## config.mk

```make
export PLATFORM = sky130hd
export DESIGN_NAME = id_stage
export DESIGN_NICKNAME = d
export VERILOG_FILES = /design/src/isa_pkg.sv /design/src/pipe_pkg.sv /design/src/id_stage.sv /design/src/id_stage_reg.sv /design/src/inst_decoder.sv /design/src/operand_bypass.sv /design/src/regfile.sv
export SDC_FILE = /design/constraint.sdc
export NUM_CORES = 2
export LEC_CHECK = 0
export BUFFER_PORTS_ARGS = -buffer_cell sky130_fd_sc_hd__buf_2
export CAP_MARGIN = 20
export CORE_ASPECT_RATIO = 1.4
export CORE_MARGIN = 8
export CORE_UTILIZATION = 30
export CTS_BUF_LIST = sky130_fd_sc_hd__clkbuf_8
export DETAILED_ROUTE_END_ITERATION = 16
export PLACE_DENSITY_LB_ADDON = 0.25
export SYNTH_ARGS = -nofsm -noshare
export SYNTH_HDL_FRONTEND = slang
export SYNTH_SLANG_ARGS = --single-unit
```

## constraint.sdc

```tcl
create_clock -name clk -period 7.8 [get_ports clk]
set_clock_uncertainty 0.2 [all_clocks]
set_input_delay 0.39 -clock clk [delete_from_list [all_inputs] [get_ports clk]]
set_output_delay 0.39 -clock clk [all_outputs]
set_load 0.005 [all_outputs]
```

## src/isa_pkg.sv

```systemverilog
package isa_pkg;

    localparam int xlen       = 32;
    localparam int reg_addr_w = 5;

    // three-register group as {op_31_26, op_25_22, op_21_20}
    localparam logic [11:0] op_grp_3r    = 12'h001;
    // shift-by-ui5 group
    localparam logic [11:0] op_grp_shimm = 12'h004;

    // op_19_15 within the 3r group
    localparam logic [4:0] op_add_w  = 5'h00;
    localparam logic [4:0] op_sub_w  = 5'h02;
    localparam logic [4:0] op_slt    = 5'h04;
    localparam logic [4:0] op_sltu   = 5'h05;
    localparam logic [4:0] op_nor    = 5'h08;
    localparam logic [4:0] op_and    = 5'h09;
    localparam logic [4:0] op_or     = 5'h0a;
    localparam logic [4:0] op_xor    = 5'h0b;
    localparam logic [4:0] op_sll_w  = 5'h0e;
    localparam logic [4:0] op_srl_w  = 5'h0f;
    localparam logic [4:0] op_sra_w  = 5'h10;
    // op_19_15 within the shift group
    localparam logic [4:0] op_slli_w = 5'h01;
    localparam logic [4:0] op_srli_w = 5'h09;
    localparam logic [4:0] op_srai_w = 5'h11;

    // 12-bit immediate forms, {op_31_26, op_25_22}
    localparam logic [9:0] op_slti   = {6'h00, 4'h8};
    localparam logic [9:0] op_sltiu  = {6'h00, 4'h9};
    localparam logic [9:0] op_addi_w = {6'h00, 4'ha};
    localparam logic [9:0] op_andi   = {6'h00, 4'hd};
    localparam logic [9:0] op_ori    = {6'h00, 4'he};
    localparam logic [9:0] op_xori   = {6'h00, 4'hf};
    localparam logic [9:0] op_ld_w   = {6'h0a, 4'h2};
    localparam logic [9:0] op_st_w   = {6'h0a, 4'h6};

    // major opcode only
    localparam logic [5:0] op_lu12i_w   = 6'h05;
    localparam logic [5:0] op_pcaddu12i = 6'h07;
    localparam logic [5:0] op_jirl      = 6'h13;
    localparam logic [5:0] op_b         = 6'h14;
    localparam logic [5:0] op_bl        = 6'h15;
    localparam logic [5:0] op_beq       = 6'h16;
    localparam logic [5:0] op_bne       = 6'h17;
    localparam logic [5:0] op_blt       = 6'h18;
    localparam logic [5:0] op_bge       = 6'h19;
    localparam logic [5:0] op_bltu      = 6'h1a;
    localparam logic [5:0] op_bgeu      = 6'h1b;

    typedef struct packed {
        logic [5:0]            op_31_26;
        logic [3:0]            op_25_22;
        logic [1:0]            op_21_20;
        logic [4:0]            op_19_15;
        logic [reg_addr_w-1:0] rk;
        logic [reg_addr_w-1:0] rj;
        logic [reg_addr_w-1:0] rd;
    } reg_fmt_t;

    typedef struct packed {
        logic [5:0]            op_31_26;
        logic [3:0]            op_25_22;
        logic [11:0]           i12;
        logic [reg_addr_w-1:0] rj;
        logic [reg_addr_w-1:0] rd;
    } imm12_fmt_t;

    // i20 is {i16[14:0], rj}, i26 is {rj, rd, i16}
    typedef struct packed {
        logic [5:0]            op_31_26;
        logic [15:0]           i16;
        logic [reg_addr_w-1:0] rj;
        logic [reg_addr_w-1:0] rd;
    } imm_long_fmt_t;

    typedef union packed {
        reg_fmt_t      fmt_r;
        imm12_fmt_t    fmt_i12;
        imm_long_fmt_t fmt_il;
    } inst_word_t;

    // one-hot alu select
    typedef struct packed {
        logic add;
        logic sub;
        logic slt;
        logic sltu;
        logic and_;
        logic nor_;
        logic or_;
        logic xor_;
        logic sll;
        logic srl;
        logic sra;
        logic lui;
    } alu_op_t;

    // which branch sits in decode
    typedef struct packed {
        logic beq;
        logic bne;
        logic blt;
        logic bge;
        logic bltu;
        logic bgeu;
        logic b;
        logic bl;
        logic jirl;
    } br_kind_t;

endpackage

```

## src/pipe_pkg.sv

```systemverilog
package pipe_pkg;

    import isa_pkg::*;

    // fetch to decode
    typedef struct packed {
        logic [xlen-1:0] pc;
        inst_word_t      inst;
    } fs_to_ds_t;

    // decoded control, everything the decoder alone can produce
    typedef struct packed {
        logic [xlen-1:0]       imm;
        logic [reg_addr_w-1:0] dest;
        logic                  gr_we;
        logic                  mem_we;
        alu_op_t               alu_op;
        logic                  src1_is_pc;
        logic                  src2_is_imm;
        logic                  res_from_mem;
        // instruction does not exist
        logic                  ine;
    } ds_ctrl_t;

    // decode to execute
    typedef struct packed {
        logic [xlen-1:0] pc;
        logic [xlen-1:0] rj_value;
        logic [xlen-1:0] rkd_value;
        ds_ctrl_t        ctrl;
    } ds_to_es_t;

    // what a later stage shows decode
    typedef struct packed {
        logic                  valid;
        logic                  we;
        logic [reg_addr_w-1:0] dest;
        logic                  is_load;
        // load data is in wdata, always low from execute
        logic                  result_ready;
        logic [xlen-1:0]       wdata;
    } fwd_src_t;

    // register file write from writeback
    typedef struct packed {
        logic                  we;
        logic [reg_addr_w-1:0] waddr;
        logic [xlen-1:0]       wdata;
    } wb_t;

    // redirect to fetch
    typedef struct packed {
        logic            taken;
        logic            stall;
        logic [xlen-1:0] target;
    } br_t;

endpackage

```

## src/id_stage.sv

```systemverilog
`timescale 1ns/10ps

module id_stage
    import isa_pkg::*;
    import pipe_pkg::*;
(
    input  logic      clk,
    input  logic      reset,
    input  logic      flush,
    input  logic      fs_to_ds_valid,
    input  fs_to_ds_t fs_to_ds_bus,
    input  logic      es_allow_in,
    input  fwd_src_t  es_fwd,
    input  fwd_src_t  ms_fwd,
    input  wb_t       wb,
    output logic      ds_allow_in,
    output logic      ds_to_es_valid,
    output ds_to_es_t ds_to_es_bus,
    output br_t       br
);

    logic                  ds_valid;
    fs_to_ds_t             ds_bus;
    logic [reg_addr_w-1:0] raddr1, raddr2;
    logic                  reads_r1, reads_r2;
    ds_ctrl_t              ctrl;
    br_kind_t              bk;
    logic [xlen-1:0]       br_offs, jirl_offs, rdata1, rdata2, rj_value, rkd_value, diff;
    logic                  need_block, br_cancel, cout;
    logic                  rj_eq_rkd, signed_lt, unsigned_lt, cond_taken, pc_rel;

    id_stage_reg u_stage_reg (.clk(clk), .reset(reset), .flush(flush), .br_cancel(br_cancel),
        .fs_to_ds_valid(fs_to_ds_valid), .fs_to_ds_bus(fs_to_ds_bus),
        .ds_allow_in(ds_allow_in), .ds_valid(ds_valid), .ds_bus(ds_bus));

    inst_decoder u_decoder (.inst(ds_bus.inst), .raddr1(raddr1), .raddr2(raddr2),
        .reads_r1(reads_r1), .reads_r2(reads_r2), .ctrl(ctrl), .branch_kind(bk),
        .br_offs(br_offs), .jirl_offs(jirl_offs));

    regfile u_regfile (.clk(clk), .raddr1(raddr1), .raddr2(raddr2), .rdata1(rdata1),
        .rdata2(rdata2), .wr(wb));

    operand_bypass u_bypass (.ds_valid(ds_valid), .flush(flush), .raddr1(raddr1),
        .raddr2(raddr2), .reads_r1(reads_r1), .reads_r2(reads_r2), .rdata1(rdata1),
        .rdata2(rdata2), .es_fwd(es_fwd), .ms_fwd(ms_fwd), .wb(wb), .rj_value(rj_value),
        .rkd_value(rkd_value), .need_block(need_block));

    // rj - rkd as rj + ~rkd + 1, carry out means rj >= rkd unsigned
    assign {cout, diff} = {1'b0, rj_value} + {1'b0, ~rkd_value} + 33'd1;
    assign rj_eq_rkd    = rj_value == rkd_value;
    assign unsigned_lt  = ~cout;
    // sign bits differ, rj negative; else sign of the difference
    assign signed_lt    = (rj_value[31] & ~rkd_value[31])
                          | (~(rj_value[31] ^ rkd_value[31]) & diff[31]);

    assign cond_taken = (bk.beq & rj_eq_rkd) | (bk.bne & ~rj_eq_rkd)
                        | (bk.blt & signed_lt) | (bk.bge & ~signed_lt)
                        | (bk.bltu & unsigned_lt) | (bk.bgeu & ~unsigned_lt);
    assign pc_rel     = bk.beq | bk.bne | bk.blt | bk.bge | bk.bltu | bk.bgeu | bk.b | bk.bl;

    assign br.taken  = (cond_taken | bk.b | bk.bl | bk.jirl) & ds_valid & ~need_block;
    // hold fetch while a pc-relative branch waits on a load
    assign br.stall  = pc_rel & need_block;
    assign br.target = bk.jirl ? (rj_value + jirl_offs) : (ds_bus.pc + br_offs);
    // cancel only as the branch itself leaves, so a held branch is not lost
    assign br_cancel = br.taken & es_allow_in;

    // ready_go is just the load-use check
    assign ds_allow_in    = ~ds_valid | (~need_block & es_allow_in);
    assign ds_to_es_valid = ds_valid & ~need_block;

    assign ds_to_es_bus.pc        = ds_bus.pc;
    assign ds_to_es_bus.rj_value  = rj_value;
    assign ds_to_es_bus.rkd_value = rkd_value;
    assign ds_to_es_bus.ctrl      = ctrl;

endmodule

```

## src/id_stage_reg.sv

```systemverilog
`timescale 1ns/10ps

module id_stage_reg
    import pipe_pkg::*;
(
    input  logic      clk,
    input  logic      reset,
    input  logic      flush,
    input  logic      br_cancel,
    input  logic      fs_to_ds_valid,
    input  fs_to_ds_t fs_to_ds_bus,
    input  logic      ds_allow_in,
    output logic      ds_valid,
    output fs_to_ds_t ds_bus
);

    always_ff @(posedge clk)
    begin
        if (reset || flush)
        begin
            ds_valid <= 1'b0;
            ds_bus   <= '0;
        end
        else
        begin
            // taken branch drops the wrong-path item behind it
            if (br_cancel)
                ds_valid <= 1'b0;
            else if (ds_allow_in)
                ds_valid <= fs_to_ds_valid;
            // payload only moves on a real handoff
            if (fs_to_ds_valid && ds_allow_in)
                ds_bus <= fs_to_ds_bus;
        end
    end

endmodule

```

## src/inst_decoder.sv

```systemverilog
`timescale 1ns/10ps

module inst_decoder
    import isa_pkg::*;
    import pipe_pkg::*;
(
    input  inst_word_t            inst,
    output logic [reg_addr_w-1:0] raddr1,
    output logic [reg_addr_w-1:0] raddr2,
    output logic                  reads_r1,
    output logic                  reads_r2,
    output ds_ctrl_t              ctrl,
    output br_kind_t              branch_kind,
    output logic [xlen-1:0]       br_offs,
    output logic [xlen-1:0]       jirl_offs
);

    logic is_3r;
    logic is_shimm;
    logic add_w, sub_w, slt, sltu, nor_w, and_w, or_w, xor_w, sll_w, srl_w, sra_w;
    logic slli_w, srli_w, srai_w;
    logic addi_w, slti, sltiu, andi, ori, xori, ld_w, st_w;
    logic lu12i_w, pcaddu12i, jirl, b, bl, beq, bne, blt, bge, bltu, bgeu;
    logic cond_br, reg3_op, known, need_si20, need_ui5, need_si12, need_ui12;
    logic [9:0]  grp_i12;
    logic [5:0]  major;
    logic [19:0] i20;
    logic [25:0] i26;

    // register view
    assign is_3r    = {inst.fmt_r.op_31_26, inst.fmt_r.op_25_22, inst.fmt_r.op_21_20} == op_grp_3r;
    assign is_shimm = {inst.fmt_r.op_31_26, inst.fmt_r.op_25_22, inst.fmt_r.op_21_20}
                      == op_grp_shimm;
    assign add_w  = is_3r && inst.fmt_r.op_19_15 == op_add_w;
    assign sub_w  = is_3r && inst.fmt_r.op_19_15 == op_sub_w;
    assign slt    = is_3r && inst.fmt_r.op_19_15 == op_slt;
    assign sltu   = is_3r && inst.fmt_r.op_19_15 == op_sltu;
    assign nor_w  = is_3r && inst.fmt_r.op_19_15 == op_nor;
    assign and_w  = is_3r && inst.fmt_r.op_19_15 == op_and;
    assign or_w   = is_3r && inst.fmt_r.op_19_15 == op_or;
    assign xor_w  = is_3r && inst.fmt_r.op_19_15 == op_xor;
    assign sll_w  = is_3r && inst.fmt_r.op_19_15 == op_sll_w;
    assign srl_w  = is_3r && inst.fmt_r.op_19_15 == op_srl_w;
    assign sra_w  = is_3r && inst.fmt_r.op_19_15 == op_sra_w;
    assign slli_w = is_shimm && inst.fmt_r.op_19_15 == op_slli_w;
    assign srli_w = is_shimm && inst.fmt_r.op_19_15 == op_srli_w;
    assign srai_w = is_shimm && inst.fmt_r.op_19_15 == op_srai_w;

    // 12-bit immediate view
    assign grp_i12 = {inst.fmt_i12.op_31_26, inst.fmt_i12.op_25_22};
    assign addi_w  = grp_i12 == op_addi_w;
    assign slti    = grp_i12 == op_slti;
    assign sltiu   = grp_i12 == op_sltiu;
    assign andi    = grp_i12 == op_andi;
    assign ori     = grp_i12 == op_ori;
    assign xori    = grp_i12 == op_xori;
    assign ld_w    = grp_i12 == op_ld_w;
    assign st_w    = grp_i12 == op_st_w;

    // long immediate view, bit 25 must be clear for the si20 forms
    assign major     = inst.fmt_il.op_31_26;
    assign lu12i_w   = major == op_lu12i_w && !inst.fmt_il.i16[15];
    assign pcaddu12i = major == op_pcaddu12i && !inst.fmt_il.i16[15];
    assign jirl      = major == op_jirl;
    assign b         = major == op_b;
    assign bl        = major == op_bl;
    assign beq       = major == op_beq;
    assign bne       = major == op_bne;
    assign blt       = major == op_blt;
    assign bge       = major == op_bge;
    assign bltu      = major == op_bltu;
    assign bgeu      = major == op_bgeu;

    assign cond_br   = beq | bne | blt | bge | bltu | bgeu;
    assign reg3_op   = is_3r & (add_w | sub_w | slt | sltu | nor_w | and_w | or_w | xor_w
                       | sll_w | srl_w | sra_w);
    assign known     = reg3_op | slli_w | srli_w | srai_w | addi_w | slti | sltiu | andi | ori
                       | xori | ld_w | st_w | lu12i_w | pcaddu12i | jirl | b | bl | cond_br;
    assign need_ui5  = slli_w | srli_w | srai_w;
    assign need_si12 = addi_w | slti | sltiu | ld_w | st_w;
    assign need_ui12 = andi | ori | xori;
    assign need_si20 = lu12i_w | pcaddu12i;

    assign i20 = {inst.fmt_il.i16[14:0], inst.fmt_il.rj};
    assign i26 = {inst.fmt_il.rj, inst.fmt_il.rd, inst.fmt_il.i16};

    // word offsets, shifted left by two
    assign br_offs   = (b | bl) ? {{4{i26[25]}}, i26, 2'b00}
                                : {{14{inst.fmt_il.i16[15]}}, inst.fmt_il.i16, 2'b00};
    assign jirl_offs = {{14{inst.fmt_il.i16[15]}}, inst.fmt_il.i16, 2'b00};

    // stores and compares read rd on the second port
    assign raddr1   = inst.fmt_r.rj;
    assign raddr2   = (cond_br | st_w) ? inst.fmt_r.rd : inst.fmt_r.rk;
    assign reads_r1 = known & ~b & ~bl & ~lu12i_w & ~pcaddu12i;
    assign reads_r2 = reg3_op | st_w | cond_br;

    assign branch_kind = '{beq: beq, bne: bne, blt: blt, bge: bge, bltu: bltu, bgeu: bgeu,
                           b: b, bl: bl, jirl: jirl};

    always_comb
    begin
        // link value pc+4 comes through the adder
        if (jirl | bl)
            ctrl.imm = 32'd4;
        else if (need_si20)
            ctrl.imm = {i20, 12'b0};
        else if (need_ui5)
            ctrl.imm = {27'b0, inst.fmt_r.rk};
        else if (need_si12)
            ctrl.imm = {{20{inst.fmt_i12.i12[11]}}, inst.fmt_i12.i12};
        else if (need_ui12)
            ctrl.imm = {20'b0, inst.fmt_i12.i12};
        else
            ctrl.imm = '0;
        // bl links into r1
        ctrl.dest         = bl ? 5'd1 : inst.fmt_r.rd;
        ctrl.gr_we        = known & ~st_w & ~cond_br & ~b;
        ctrl.mem_we       = st_w;
        ctrl.alu_op.add   = add_w | addi_w | ld_w | st_w | jirl | bl | pcaddu12i;
        ctrl.alu_op.sub   = sub_w;
        ctrl.alu_op.slt   = slt | slti;
        ctrl.alu_op.sltu  = sltu | sltiu;
        ctrl.alu_op.and_  = and_w | andi;
        ctrl.alu_op.nor_  = nor_w;
        ctrl.alu_op.or_   = or_w | ori;
        ctrl.alu_op.xor_  = xor_w | xori;
        ctrl.alu_op.sll   = sll_w | slli_w;
        ctrl.alu_op.srl   = srl_w | srli_w;
        ctrl.alu_op.sra   = sra_w | srai_w;
        ctrl.alu_op.lui   = lu12i_w;
        ctrl.src1_is_pc   = jirl | bl | pcaddu12i;
        ctrl.src2_is_imm  = need_ui5 | need_si12 | need_ui12 | need_si20 | jirl | bl;
        ctrl.res_from_mem = ld_w;
        ctrl.ine          = ~known;
    end

endmodule

```

## src/operand_bypass.sv

```systemverilog
`timescale 1ns/10ps

module operand_bypass
    import isa_pkg::*;
    import pipe_pkg::*;
(
    input  logic                  ds_valid,
    input  logic                  flush,
    input  logic [reg_addr_w-1:0] raddr1,
    input  logic [reg_addr_w-1:0] raddr2,
    input  logic                  reads_r1,
    input  logic                  reads_r2,
    input  logic [xlen-1:0]       rdata1,
    input  logic [xlen-1:0]       rdata2,
    input  fwd_src_t              es_fwd,
    input  fwd_src_t              ms_fwd,
    input  wb_t                   wb,
    output logic [xlen-1:0]       rj_value,
    output logic [xlen-1:0]       rkd_value,
    output logic                  need_block
);

    logic use1, use2;
    logic es_hit1, es_hit2, ms_hit1, ms_hit2, wb_hit1, wb_hit2;
    logic es_load_hit, ms_load_hit;

    function automatic logic fwd_hit(input fwd_src_t s, input logic [reg_addr_w-1:0] addr);
        return s.valid && s.we && s.dest == addr;
    endfunction

    // r0 never matches
    assign use1 = reads_r1 && raddr1 != '0;
    assign use2 = reads_r2 && raddr2 != '0;

    assign es_hit1 = use1 && fwd_hit(es_fwd, raddr1);
    assign es_hit2 = use2 && fwd_hit(es_fwd, raddr2);
    assign ms_hit1 = use1 && fwd_hit(ms_fwd, raddr1);
    assign ms_hit2 = use2 && fwd_hit(ms_fwd, raddr2);
    assign wb_hit1 = use1 && wb.we && wb.waddr == raddr1;
    assign wb_hit2 = use2 && wb.we && wb.waddr == raddr2;

    // youngest producer wins
    assign rj_value  = es_hit1 ? es_fwd.wdata : ms_hit1 ? ms_fwd.wdata : wb_hit1 ? wb.wdata : rdata1;
    assign rkd_value = es_hit2 ? es_fwd.wdata : ms_hit2 ? ms_fwd.wdata : wb_hit2 ? wb.wdata : rdata2;

    // load in execute never has data yet
    assign es_load_hit = es_fwd.is_load && (es_hit1 || es_hit2);
    // load in memory waits for its data
    assign ms_load_hit = ms_fwd.is_load && !ms_fwd.result_ready && (ms_hit1 || ms_hit2);

    assign need_block = ds_valid && !flush && (es_load_hit || ms_load_hit);

endmodule

```

## src/regfile.sv

```systemverilog
`timescale 1ns/10ps

module regfile
    import isa_pkg::*;
    import pipe_pkg::*;
(
    input  logic                  clk,
    input  logic [reg_addr_w-1:0] raddr1,
    input  logic [reg_addr_w-1:0] raddr2,
    output logic [xlen-1:0]       rdata1,
    output logic [xlen-1:0]       rdata2,
    input  wb_t                   wr
);

    // slot 0 is never written
    logic [xlen-1:0] rf [0:(2**reg_addr_w)-1];

    always_ff @(posedge clk)
    begin
        if (wr.we && wr.waddr != '0)
        begin
            rf[wr.waddr] <= wr.wdata;
        end
    end

    // async read, new value seen the cycle after the write edge
    // r0 forced to zero
    assign rdata1 = (raddr1 == '0) ? '0 : rf[raddr1];
    assign rdata2 = (raddr2 == '0) ? '0 : rf[raddr2];

endmodule

```

==> flow_metrics.py <==
metrics = {
    "run_status": {
        "status": "completed",
    },
    "clock_network": {
        "cts.clk_slew.worst_paths_ns": 0.07,
        "cts_buffers": 184,
        "clockRootBuffer": "clkbuf_8",
        "cts_tree": "done",
        "htree_levels": 4,
        "clock_latency_ns": 0.97,
        "clkSinkCount": 1094,
        "clockBufferDepth": 3,
    },
    "cells_and_area": {
        "multi_input_area_mm2": 0.0260,
        "drive_gt1_share_pct": 27.6,
        "design_area_mm2": 0.0732,
        "final_nets": 5874,
        "nFillCells": 19000,
        "area_growth_pct": 24.6,
        "ff_latch_area_mm2": 0.0322,
    },
    "sta": {
        "max_freq_mhz": 129,
        "final-setup-viol-count": 0,
        "final.setup.worst_slack_ns": 0.0454,
        "slew_headroom_pct": 23.9,
        "rsz0062_at_grt": "true",
        "fin_hold_ws_ns": 0.0895,
        "final_hold_viol_count": 0,
        "fin_crit_ns": 7.75,
        "tightest_slew_ns": 1.14,
        "report.final.slew_viol_count": 0,
        "period_share_pct": 99.4,
    },
    "global_route": {
        "grt_max_degree": 80,
        "overflow": 0,
        "first_global_vias": 46100,
        "grt_pass1_wl_um": 358000,
        "antenna_found_initial": 38,
        "grt_util_all_layers_pct": 23.8,
    },
    "floorplanning": {
        "die_w_um": 390,
        "dieArea_mm2": 0.210,
        "num_rows": 192,
        "io_pins": 376,
        "fp.coreArea_mm2": 0.195,
        "fp.dieH_um": 540,
        "initial_core_util_pct": 30.1,
    },
    "detailed_routing": {
        "drc_errors": 0,
        "wl_met3_um": 30400,
        "dr_total_vias": 47500,
        "first_iter_violations": 5841,
        "ant_nets": 0,
        "wl_met2_um": 116000,
        "wirelength_um": 263000,
        "wl_per_cell_um": 31.4,
        "first_pass_iters": 6,
        "wl_met1_um": 99900,
        "maxUsedRoutingLayer": "met5",
        "viasPerCell": 5.67,
    },
    "synth": {
        "synth_warnings": 0,
        "syn_inst": 4834,
        "yosysUniqueCellTypes": 83,
        "async_flop_share_pct": 0,
        "synthTopCellsByCount": "1,024 x edfxtp_1, 943 x nand2_1, 485 x nand3_1",
        "ys_seq_area_share_pct": 54.7,
        "ys_top_cells_by_area": "edfxtp_1 52%, mux4_2 13%, nand2_1 6.0%, nand3_1 4.1%, mux2i_1 3.9%",
        "yosysTopAreaCellShare_pct": 52.3,
        "yosys.cell_count.top_type": "edfxtp_1",
        "ys.flop_type": "edfxtp_1",
        "avgSynthCellArea_um2": 12.2,
        "synth_edf_count": 1024,
        "yosys_register_bits": 1094,
        "syn_area_mm2": 0.0588,
        "synth_top_area_cell": "edfxtp_1",
    },
    "critical_path": {
        "required_ns": 7.21,
        "critPathLaunch": "u_stage_reg.ds_bus[30]",
        "cp.arrival_ns": 7.16,
        "worstSetupEndpointType": "primary output",
        "rr_endpoint": "u_stage_reg.ds_valid",
        "crit_type": "reg -> out",
        "reg2reg_slack_ns": 0.68,
        "crit_path_start_kind": "flop",
        "timing.rr.start": "u_stage_reg.ds_bus[30]",
        "r2r_cells": 28,
        "critPathMaxFanout": 14,
    },
    "placement": {
        "dp_hpwl_um": 156000,
        "gp_congestion": 0.947,
        "io_buffers": 374,
        "placed_area_mm2": 0.0647,
        "post-place-ws_ns": -0.0657,
    },
    "hold_path": {
        "min_to": "u_stage_reg.ds_bus[32]",
        "min_path_cells": 4,
        "hp-class": "in -> reg",
        "hp-start": "fs_to_ds_bus[32]",
    },
    "power": {
        "p_total_mw": 13.6,
        "ir_worst_vdd_v": 0.000172,
        "p_leak_nw": 26.5,
        "power.density_mw_per_mm2": 185,
    },
    "run": {
        "cap_violations": 0,
    },
}
-- kinds of logic (layout without fill, tap and decap cells) --
group                      after synthesis  count (layout)  share of synthesized area (%)
other                                    1              49                        0.00638
DFF                                   1094            1094                           54.7
and+or+nand+nor                       1943            1948                           14.8
buffers and inverters                  418            1283                           3.30
muxes                                  616             616                           18.1
xor gates and xnor gates                77              77                           1.15
AOI/OAI and AO/OA                      592             592                           5.97
adders and majority gates               93              93                           2.02
-- how the worst max path moves through the flow --
stage	endpoint	cells past startpoint
3_5_place_dp	br[33]	28
6_report	br[33]	26
5_1_grt	br[33]	29
4_1_cts	br[33]	27
2_1_floorplan	br[30]	23
3_3_place_gp	br[33]	25
-- layout make-up --
type                    instances  share of cell area, %
diodes                         17                 0.0581
clock buffers                 187                   3.52
clock inverters               142                   1.05
inverters                      39                  0.217
multi-input cells            3358                   35.5
flip-flops and latches       1094                   44.0
well taps                    2619                   4.48
repair buffers                915                   11.2
-- worst max-delay path: stages (launching register included) --
cell and delay [ns]:
dfxtp_4 0.36, or3_4 0.39, or4_4 0.62, buf_6 0.16, nand3_4 0.10, and2_4 0.24
buf_12 0.16, buf_16 0.16, mux4_2 0.52, nand2_1 0.10, nand4_1 0.26, and2_4 0.29
ha_4 0.28, and3_4 0.18, nand4_1 0.16, nor4_4 0.20, buf_6 0.19, o311ai_4 0.11
buf_12 0.16, and3_4 0.17, fa_2 0.39, a221o_1 0.31, o31ai_2 0.06, a21oi_1 0.10
a311oi_2 0.25, nor2_2 0.09, buf_2 0.15
-- layer usage --
layer  vias to the layer above  track usage [%]
li1                      19800                -
met1                     24000             29.8
met2                      2948             36.6
met3                       716             7.49
met4                        20             12.6
met5                         -                0
-- metrics by stage --
step | utilization, % | instances | setup TNS, ns
3_5_place_dp | 33.2 | 7674 | -0.0657
6_report | 37.5 | 8371 | 0
2_1_floorplan | - | 4865 | 0
3_3_place_gp | 33.2 | 7673 | -1.06
5_1_grt | 37.5 | 8358 | -0.244
4_1_cts | 36.9 | 8299 | -0.0193
-- sequential cells by signal, indices dropped and copies added, names as in the netlist, named ones only --
register              flops
u_regfile.rf           1024
u_stage_reg.ds_bus       64
u_stage_reg.ds_valid      1
-- timing repair --
action	CTS	global route
endpoints found under the setup margin	17	11
resized for setup	122	135
gates cloned	29	12
pin swaps	56	77
endpoints found under the hold margin	1094	0
buffers inserted	123	48
hold buffers	147	0
-- power by group --
group | total (mW) | switching [mW] | internal (mW)
registers | 6.59 | 0.0747 | 6.51
clock network | 4.89 | 2.50 | 2.39
logic | 2.08 | 1.24 | 0.839
total | 13.6 | 3.81 | 9.75
-- placed cells by master (no fill, tap or decap), types with 19 or more instances in the layout --
cell type | netlist | final
nand3_1 | 485 | 466
clkinv_2 | 1 | 19
nand4_1 | 46 | 46
mux2i_1 | 231 | 229
mux4_2 | 352 | 352
dlygate4sd3_1 | 0 | 147
o21ai_0 | 46 | 42
and2_4 | 0 | 21
buf_6 | 15 | 27
a21oi_1 | 318 | 308
nor3_1 | 82 | 67
nor2_4 | 0 | 26
nand2_1 | 943 | 935
conb_1 | 1 | 32
nor4_1 | 36 | 26
buf_4 | 41 | 256
edfxtp_1 | 1024 | 1024
nor2_1 | 207 | 178
buf_12 | 0 | 59
inv_1 | 38 | 93
a21o_1 | 47 | 47
o21ai_1 | 42 | 36
xor2_1 | 36 | 36
dfxtp_1 | 70 | 61
clkbuf_8 | 0 | 187
ha_1 | 90 | 71
buf_2 | 81 | 373
o21a_1 | 28 | 27
mux2_2 | 33 | 28
and2_1 | 51 | 31
clkinv_1 | 0 | 51
buf_16 | 0 | 20
xnor2_1 | 41 | 40
No activity file was read; power rests on OpenSTA's default activity.
